## src/phy_init_settings.svh

```systemverilog
// MDIO timing, PHY address and power-up delay constants, included by the package and the RTL
`ifndef PHY_INIT_SETTINGS_SVH
`define PHY_INIT_SETTINGS_SVH

// clk_125mhz cycles per MDC half period, 125 MHz / 6 gives about 20.8 MHz
`define MDC_HALF_PERIOD 3

// ones sent ahead of every command frame
`define MDIO_PREAMBLE_BITS 32

// strap address of the SGMII PHY
`define MDIO_PHY_ADDR 5'd3

// full hardware hold-off, about 8.4 ms at 125 MHz
`define INIT_DELAY_DEFAULT (2**20 - 1)

// write frames in the start-up sequence
`define INIT_STEPS 12

`endif
```

## src/phy_init_pkg.sv

```systemverilog
// MDIO command word types and a clause-22 write builder for the sequencer, master and testbench
`include "phy_init_settings.svh"

package phy_init_pkg;

    // fixed clause-22 frame fields
    localparam logic [1:0] MDIO_ST_C22   = 2'b01;
    localparam logic [1:0] MDIO_OP_WRITE = 2'b01;
    localparam logic [1:0] MDIO_TA       = 2'b10;

    // field layout, st is sent first
    typedef struct packed {
        logic [1:0]  st;
        logic [1:0]  op;
        logic [4:0]  phy_addr;
        logic [4:0]  reg_addr;
        logic [1:0]  ta;
        logic [15:0] data;
    } mdio_fields_t;

    // fields view for building, flat view for shifting out msb first
    typedef union packed {
        mdio_fields_t fields;
        logic [31:0]  word;
    } mdio_cmd_t;

    // write frame to the configured PHY
    function automatic mdio_cmd_t mdio_write_cmd(input logic [4:0] reg_addr,
                                                 input logic [15:0] data);
        mdio_cmd_t cmd;
        cmd.fields.st       = MDIO_ST_C22;
        cmd.fields.op       = MDIO_OP_WRITE;
        cmd.fields.phy_addr = `MDIO_PHY_ADDR;
        cmd.fields.reg_addr = reg_addr;
        cmd.fields.ta       = MDIO_TA;
        cmd.fields.data     = data;
        return cmd;
    endfunction

endpackage

```

## src/phy_init_top.sv

```systemverilog
// top level of the PHY start-up block, runs the MDIO register sequence after reset
`timescale 1ns/1ps
`include "phy_init_settings.svh"

module phy_init_top
    import phy_init_pkg::*;
#(
    // power-up hold-off in clk_125mhz cycles, short values for simulation
    parameter int init_delay_cycles = `INIT_DELAY_DEFAULT
) (
    input  logic clk_125mhz,
    input  logic rst_125mhz,
    output logic phy_mdc,
    output logic phy_mdio_o,
    output logic phy_mdio_t,
    output logic phy_reset_n,
    output logic init_done
);

    logic      delay_start;
    logic      delay_expired;
    mdio_cmd_t mdio_cmd;
    logic      mdio_cmd_valid;
    logic      mdio_cmd_ready;
    logic      mdio_idle;

    // PHY held in reset along with the FPGA logic
    assign phy_reset_n = !rst_125mhz;

    init_delay_timer u_timer (
        .clk_125mhz (clk_125mhz),
        .rst_125mhz (rst_125mhz),
        .load_value (20'(init_delay_cycles)),
        .start      (delay_start),
        .expired    (delay_expired)
    );

    phy_init_fsm u_fsm (
        .clk_125mhz    (clk_125mhz),
        .rst_125mhz    (rst_125mhz),
        .delay_start   (delay_start),
        .delay_expired (delay_expired),
        .cmd           (mdio_cmd),
        .cmd_valid     (mdio_cmd_valid),
        .cmd_ready     (mdio_cmd_ready),
        .master_idle   (mdio_idle),
        .init_done     (init_done)
    );

    mdio_master u_mdio (
        .clk_125mhz (clk_125mhz),
        .rst_125mhz (rst_125mhz),
        .cmd        (mdio_cmd),
        .cmd_valid  (mdio_cmd_valid),
        .cmd_ready  (mdio_cmd_ready),
        .idle       (mdio_idle),
        .mdc        (phy_mdc),
        .mdio_o     (phy_mdio_o),
        .mdio_t     (phy_mdio_t)
    );

endmodule

```

## src/mdio_master.sv

```systemverilog
// clause-22 MDIO write master, generates MDC and shifts preamble and command out on mdio_o
`timescale 1ns/1ps
`include "phy_init_settings.svh"

module mdio_master
    import phy_init_pkg::*;
(
    input  logic      clk_125mhz,
    input  logic      rst_125mhz,
    input  mdio_cmd_t cmd,
    input  logic      cmd_valid,
    output logic      cmd_ready,
    output logic      idle,
    output logic      mdc,
    output logic      mdio_o,
    output logic      mdio_t
);

    localparam int FRAME_BITS = `MDIO_PREAMBLE_BITS + $bits(mdio_cmd_t);

    localparam logic [7:0] HALF_LOAD = 8'(`MDC_HALF_PERIOD - 1);
    localparam logic [5:0] PRE_LAST  = 6'(`MDIO_PREAMBLE_BITS - 1);
    localparam logic [5:0] LAST_BIT  = 6'(FRAME_BITS - 1);

    logic        busy_reg;
    logic [7:0]  prescale_reg;
    logic [5:0]  bit_cnt_reg;
    logic [31:0] shift_reg;
    logic        mdc_reg;
    logic        mdio_o_reg;
    logic        mdio_t_reg;

    // one frame in flight, bit n is on the wire while bit_cnt_reg is n
    always_ff @(posedge clk_125mhz) begin
        if (rst_125mhz) begin
            busy_reg     <= 1'b0;
            prescale_reg <= 8'd0;
            bit_cnt_reg  <= 6'd0;
            mdc_reg      <= 1'b0;
            mdio_o_reg   <= 1'b1;
            mdio_t_reg   <= 1'b1;
        end else if (!busy_reg) begin
            if (cmd_valid) begin
                // first preamble bit goes out with mdc low
                busy_reg     <= 1'b1;
                prescale_reg <= HALF_LOAD;
                bit_cnt_reg  <= 6'd0;
                mdio_o_reg   <= 1'b1;
                mdio_t_reg   <= 1'b0;
            end
        end else if (prescale_reg != 8'd0) begin
            prescale_reg <= prescale_reg - 8'd1;
        end else begin
            prescale_reg <= HALF_LOAD;
            if (!mdc_reg) begin
                // rising edge, PHY samples here
                mdc_reg <= 1'b1;
            end else begin
                mdc_reg <= 1'b0;
                if (bit_cnt_reg == LAST_BIT) begin
                    // end of frame, release the line
                    busy_reg   <= 1'b0;
                    mdio_o_reg <= 1'b1;
                    mdio_t_reg <= 1'b1;
                end else begin
                    bit_cnt_reg <= bit_cnt_reg + 6'd1;
                    if (bit_cnt_reg >= PRE_LAST) begin
                        mdio_o_reg <= shift_reg[31];
                    end else begin
                        mdio_o_reg <= 1'b1;
                    end
                end
            end
        end
    end

    // command bits, msb first once the preamble is out
    always_ff @(posedge clk_125mhz) begin
        if (!busy_reg && cmd_valid) begin
            shift_reg <= cmd.word;
        end else if (busy_reg && prescale_reg == 8'd0 && mdc_reg &&
                     bit_cnt_reg != LAST_BIT && bit_cnt_reg >= PRE_LAST) begin
            shift_reg <= {shift_reg[30:0], 1'b0};
        end
    end

    assign cmd_ready = !busy_reg;
    assign idle      = !busy_reg;
    assign mdc       = mdc_reg;
    assign mdio_o    = mdio_o_reg;
    assign mdio_t    = mdio_t_reg;

endmodule

```

## src/phy_init_fsm.sv

```systemverilog
// start-up sequencer that writes the SGMII PHY extended registers through the MDIO master
`timescale 1ns/1ps
`include "phy_init_settings.svh"

module phy_init_fsm
    import phy_init_pkg::*;
(
    input  logic      clk_125mhz,
    input  logic      rst_125mhz,
    output logic      delay_start,
    input  logic      delay_expired,
    output mdio_cmd_t cmd,
    output logic      cmd_valid,
    input  logic      cmd_ready,
    input  logic      master_idle,
    output logic      init_done
);

    localparam logic [1:0] ST_WAIT_DELAY = 2'd0;
    localparam logic [1:0] ST_ISSUE      = 2'd1;
    localparam logic [1:0] ST_WAIT_LAST  = 2'd2;
    localparam logic [1:0] ST_DONE       = 2'd3;

    // extended register access pair
    localparam logic [4:0] REG_REGCR = 5'h0D;
    localparam logic [4:0] REG_ADDAR = 5'h0E;

    localparam logic [3:0] LAST_STEP = 4'(`INIT_STEPS - 1);

    logic [1:0] state_reg;
    logic [3:0] step_reg;
    logic       start_reg;
    logic       cmd_valid_reg;
    mdio_cmd_t  cmd_reg;

    // four writes per extended register, step[3:2] picks the register
    function automatic mdio_cmd_t step_cmd(input logic [3:0] step);
        logic [15:0] target;
        logic [15:0] value;
        mdio_cmd_t   c;
        case (step[3:2])
            2'd0: begin
                // CFG4, SGMII autoneg timer 11 ms
                target = 16'h0031;
                value  = 16'h0070;
            end
            2'd1: begin
                // SGMIICTL1, SGMII clock output on
                target = 16'h00D3;
                value  = 16'h4000;
            end
            default: begin
                // 10M_SGMII_CFG, 10 Mbps over SGMII
                target = 16'h016F;
                value  = 16'h0015;
            end
        endcase
        case (step[1:0])
            2'd0:    c = mdio_write_cmd(REG_REGCR, 16'h001F);
            2'd1:    c = mdio_write_cmd(REG_ADDAR, target);
            2'd2:    c = mdio_write_cmd(REG_REGCR, 16'h401F);
            default: c = mdio_write_cmd(REG_ADDAR, value);
        endcase
        return c;
    endfunction

    always_ff @(posedge clk_125mhz) begin
        if (rst_125mhz) begin
            state_reg     <= ST_WAIT_DELAY;
            step_reg      <= 4'd0;
            start_reg     <= 1'b1;
            cmd_valid_reg <= 1'b0;
        end else begin
            start_reg <= 1'b0;
            case (state_reg)
                ST_WAIT_DELAY: begin
                    if (delay_expired) begin
                        state_reg <= ST_ISSUE;
                    end
                end
                ST_ISSUE: begin
                    // hold step and command until the master takes it
                    if (!cmd_valid_reg) begin
                        cmd_valid_reg <= 1'b1;
                    end else if (cmd_ready) begin
                        cmd_valid_reg <= 1'b0;
                        if (step_reg == LAST_STEP) begin
                            state_reg <= ST_WAIT_LAST;
                        end else begin
                            step_reg <= step_reg + 4'd1;
                        end
                    end
                end
                ST_WAIT_LAST: begin
                    // last frame still on the wire
                    if (master_idle) begin
                        state_reg <= ST_DONE;
                    end
                end
                default: begin
                    state_reg <= ST_DONE;
                end
            endcase
        end
    end

    always_ff @(posedge clk_125mhz) begin
        if (state_reg == ST_ISSUE && !cmd_valid_reg) begin
            cmd_reg <= step_cmd(step_reg);
        end
    end

    assign delay_start = start_reg;
    assign cmd         = cmd_reg;
    assign cmd_valid   = cmd_valid_reg;
    assign init_done   = (state_reg == ST_DONE);

endmodule

```

## src/init_delay_timer.sv

```systemverilog
// power-up hold-off counter, loaded by the init sequencer and flagging when the delay is over
`timescale 1ns/1ps

module init_delay_timer (
    input  logic        clk_125mhz,
    input  logic        rst_125mhz,
    input  logic [19:0] load_value,
    input  logic        start,
    output logic        expired
);

    logic [19:0] count_reg;

    // the start cycle is the first cycle of the delay, hence the load of one less
    always_ff @(posedge clk_125mhz) begin
        if (rst_125mhz || start) begin
            if (load_value == 20'd0) begin
                count_reg <= 20'd0;
            end else begin
                count_reg <= load_value - 20'd1;
            end
        end else if (count_reg != 20'd0) begin
            count_reg <= count_reg - 20'd1;
        end
    end

    // holds at zero until the next start
    assign expired = (count_reg == 20'd0) && !start;

endmodule

```

## config.mk

```make
export PLATFORM = sky130hd
export DESIGN_NAME = phy_init_top
export DESIGN_NICKNAME = d
export VERILOG_FILES = /design/src/phy_init_pkg.sv /design/src/phy_init_top.sv /design/src/mdio_master.sv /design/src/phy_init_fsm.sv /design/src/init_delay_timer.sv
export VERILOG_INCLUDE_DIRS = /design/src
export SDC_FILE = /design/constraint.sdc
export NUM_CORES = 1
export LEC_CHECK = 0
export BUFFER_PORTS_ARGS = -buffer_cell sky130_fd_sc_hd__buf_2
export CORE_ASPECT_RATIO = 1.4
export CORE_MARGIN = 3
export CORE_UTILIZATION = 37
export CTS_BUF_LIST = sky130_fd_sc_hd__clkbuf_2 sky130_fd_sc_hd__clkbuf_4 sky130_fd_sc_hd__clkbuf_8
export DETAILED_ROUTE_END_ITERATION = 16
export SYNTH_ARGS = -nofsm -noshare
export SYNTH_HDL_FRONTEND = slang
export SYNTH_SLANG_ARGS = --single-unit
```

## constraint.sdc

```tcl
create_clock -name clk_125mhz -period 7.61 [get_ports clk_125mhz]
set_input_delay 0.761 -clock clk_125mhz [delete_from_list [all_inputs] [get_ports clk_125mhz]]
set_output_delay 0.761 -clock clk_125mhz [all_outputs]
set_load 0.01 [all_outputs]
```

==> out/qor.yml <==
totalPowerFinal_mw: 0.854
ant_nets: 0
synth_top_area_share_pct: 31.8
synth_cells: 411
first_iter_violations: 98
hold_buffers: 0
wirelength_um: 7420
switching_share_pct: 21.9
track_usage_pct: 12.7
dieArea_um2: 12600
drive_gt1_share_pct: 8.61
synth_edf_count: 44
postCtsSetupRepairBufs: 0
worstSetupStartpointType: "flop"
vias: 2924
pwr-share-seq_pct: 59.1
drcViolationCount: 0
synth_seq_cells: 90
clk_pin_slew_ns: 0.09
cts_inserted_buffers: 9
dr.pass1.iters: 4
seq_area_um2: 2240
required_ns: 7.64
async_flop_share_pct: 0
switchingPower_mw: 0.187
dpl.hpwl_um: 4970
fin_ws_ns: 5.20
yosys.area_share.simple_pct: 26.5
seq_area_frac_synth_pct: 54.0
core_area_um2: 10900
synth_top_family_by_area: "simple AND/OR/NAND/NOR gates"
peakVddDrop_v: 0.0000780
fin_cells: 559
fill_cells: 1079
hold_slack_ns: 0.483
portBuffers: 6
synth_area_per_cell_um2: 10.1
cts_num_sinks: 90
p_clk_share_pct: 39.7
synth-compound-area-share_pct: 11.0
post_cts_resized: 0
syn_to_final_growth_pct: 8.92
end_kind: "flop"
multi_input_comb_area_um2: 1790
nets: 423
largest_register_ffs: 32
synth_nets: 421
ys.flop_type: "dfxtp_1"
min_path_type: "reg -> reg"
fmax_ghz: 0.414
setup_viol: 0
rsz0062_at_grt: "false"
place_ws_ns: 5.15
cellLeakagePower_nw: 1.57
cap_violations: 0
tightest_slew_ns: 1.05
skew_ns: 0.00943
power_frac_comb_pct: 1.2
num_antenna_cells: 0
dp_cells: 543
fin_crit_sh_pct: 31.7
cts_max_level: 3
vias_per_cell: 5.23
arrival_ns: 2.44
finalSetupTns_ns: 0
max_slew_margin_pct: 29.8
initial_utilization_pct: 38.0
status: "finished clean"
synth_area_um2: 4150
slew_violations: 0
synth_cell_type_count: 53
grt_max_degree: 36
internal-power_mw: 0.667
fin_crit_ns: 2.41
antenna_found_initial: 0
yosysTopAreaCell: "edfxtp_1"
cts_tree: "yes"
dieHeight_um: 131
ys_warn_count: 0
insertion_delay_ns: 0.37
path_class: "reg -> reg"
root_buffer: "clkbuf_8"
die_x_um: 95.6
routabilityCongestion: 0.809
synthMuxAreaShare_pct: 1.69
cts_buffer_depth: 2
rows: 45
wl_per_cell_um: 13.3
hold_violations: 0
p_per_area_nw_per_um2: 189
grt_pass1_vias: 2852
critPathMaxFanout: 32
netlist_top_cells_area: "edfxtp_1 (32%), dfxtp_1 (22%), nand2_1 (4.3%), and2_1 (3.6%), nor3_1 (2.5%)"
grt_pass1_wl_um: 12900
synthXorXnorAreaFrac_pct: 1.48
synth_fa_ha_area_share_pct: 2.41
overflow: 0
ios: 7
final timing paths:
check / from / to / slack (ns) / cells after the start
max reg2reg: u_mdio.prescale_reg[2] / u_mdio.shift_reg[14] / 5.20 / 4
min reg2reg: u_mdio.mdio_t / u_mdio.mdio_t / 0.48 / 1
max: u_mdio.prescale_reg[2] / u_mdio.shift_reg[14] / 5.20 / 4
min: u_mdio.mdio_t / u_mdio.mdio_t / 0.48 / 1
power by group through the flow:
stage / logic (mW) / clock network [mW] / registers (mW)
detailed placement: 0.0104 / 0 / 0.516
global placement: 0.0103 / 0 / 0.516
floorplan: 0.00795 / 0 / 0.516
global route: 0.0117 / 0.367 / 0.505
finish: 0.0105 / 0.339 / 0.505
CTS: 0.0106 / 0.351 / 0.505
critical path, cell delays in order (launching register included):
cell and delay [ns]:
dfxtp_1 0.38, nor4_1 0.79, nand4_1 0.33, o21ai_2 0.19, buf_4 0.38
cell families (layout without fill, tap and decap cells):
logic type               Yosys count  in the layout
XOR/XNOR                           7              7
multiplexers                       7              7
AO/OA/AOI/OAI                     67             67
adder cells (fa/ha/maj)            8              8
buffers and inverters             33             40
flip-flops                        90             90
AND/OR/NAND/NOR                  199            199
metal layers:
layer,part of all wire (%),global-route usage (%),wire length (um),up-vias
met4,1.9,4.67,139,0
li1,-,-,-,1502
met3,3.2,3.84,240,10
met5,0,0,0,-
met2,48,20.0,3560,35
met1,47,16.3,3480,1377
through the flow:
stage / instance area (um2) / utilization, %
floorplan: 4150 / -
global placement: 4320 / 39.5
detailed placement: 4320 / 39.5
CTS: 4520 / 41.4
global route: 4520 / 41.4
finish: 4520 / 41.4
cells in the final DEF, fill, tap and decap left out, drive strengths merged, types with 3 or more instances in the layout:
cell	count
nor2b	5
edfxtp	44
inv	17
nor3b	3
nand4	7
a31oi	5
and3	5
o211ai	4
and2	24
and4	4
ha	8
nor4	7
o31ai	6
clkbuf	10
nor3	21
buf	9
nand3b	4
dfxtp	46
clkinv	3
nand3	17
mux2i	7
or4	6
o21ai	14
nor2	27
nand2	48
xor2	5
a21boi	6
nand2b	11
a21oi	12
final cells by class:
cell class | count | area share (%)
repair buffers | 9 | 1.16
clock inverters | 6 | 1.63
well taps | 141 | 3.90
multi-input cells | 288 | 39.6
flip-flops and latches | 90 | 49.6
inverters | 15 | 1.24
clock buffers | 10 | 2.90
cells in the mapped netlist, drive strengths merged, types with 3 or more instances:
master  number
a21boi       6
a21oi       12
a31oi        5
and2        24
and3         5
and4         4
clkbuf      18
dfxtp       46
edfxtp      44
ha           8
inv         15
mux2i        7
nand2       48
nand2b      11
nand3       17
nand3b       4
nand4        7
nor2        27
nor2b        5
nor3        21
nor3b        3
nor4         7
o211ai       4
o21ai       14
o31ai        6
or4          6
xor2         5
Note: power is estimated with default switching activity, not from simulation.
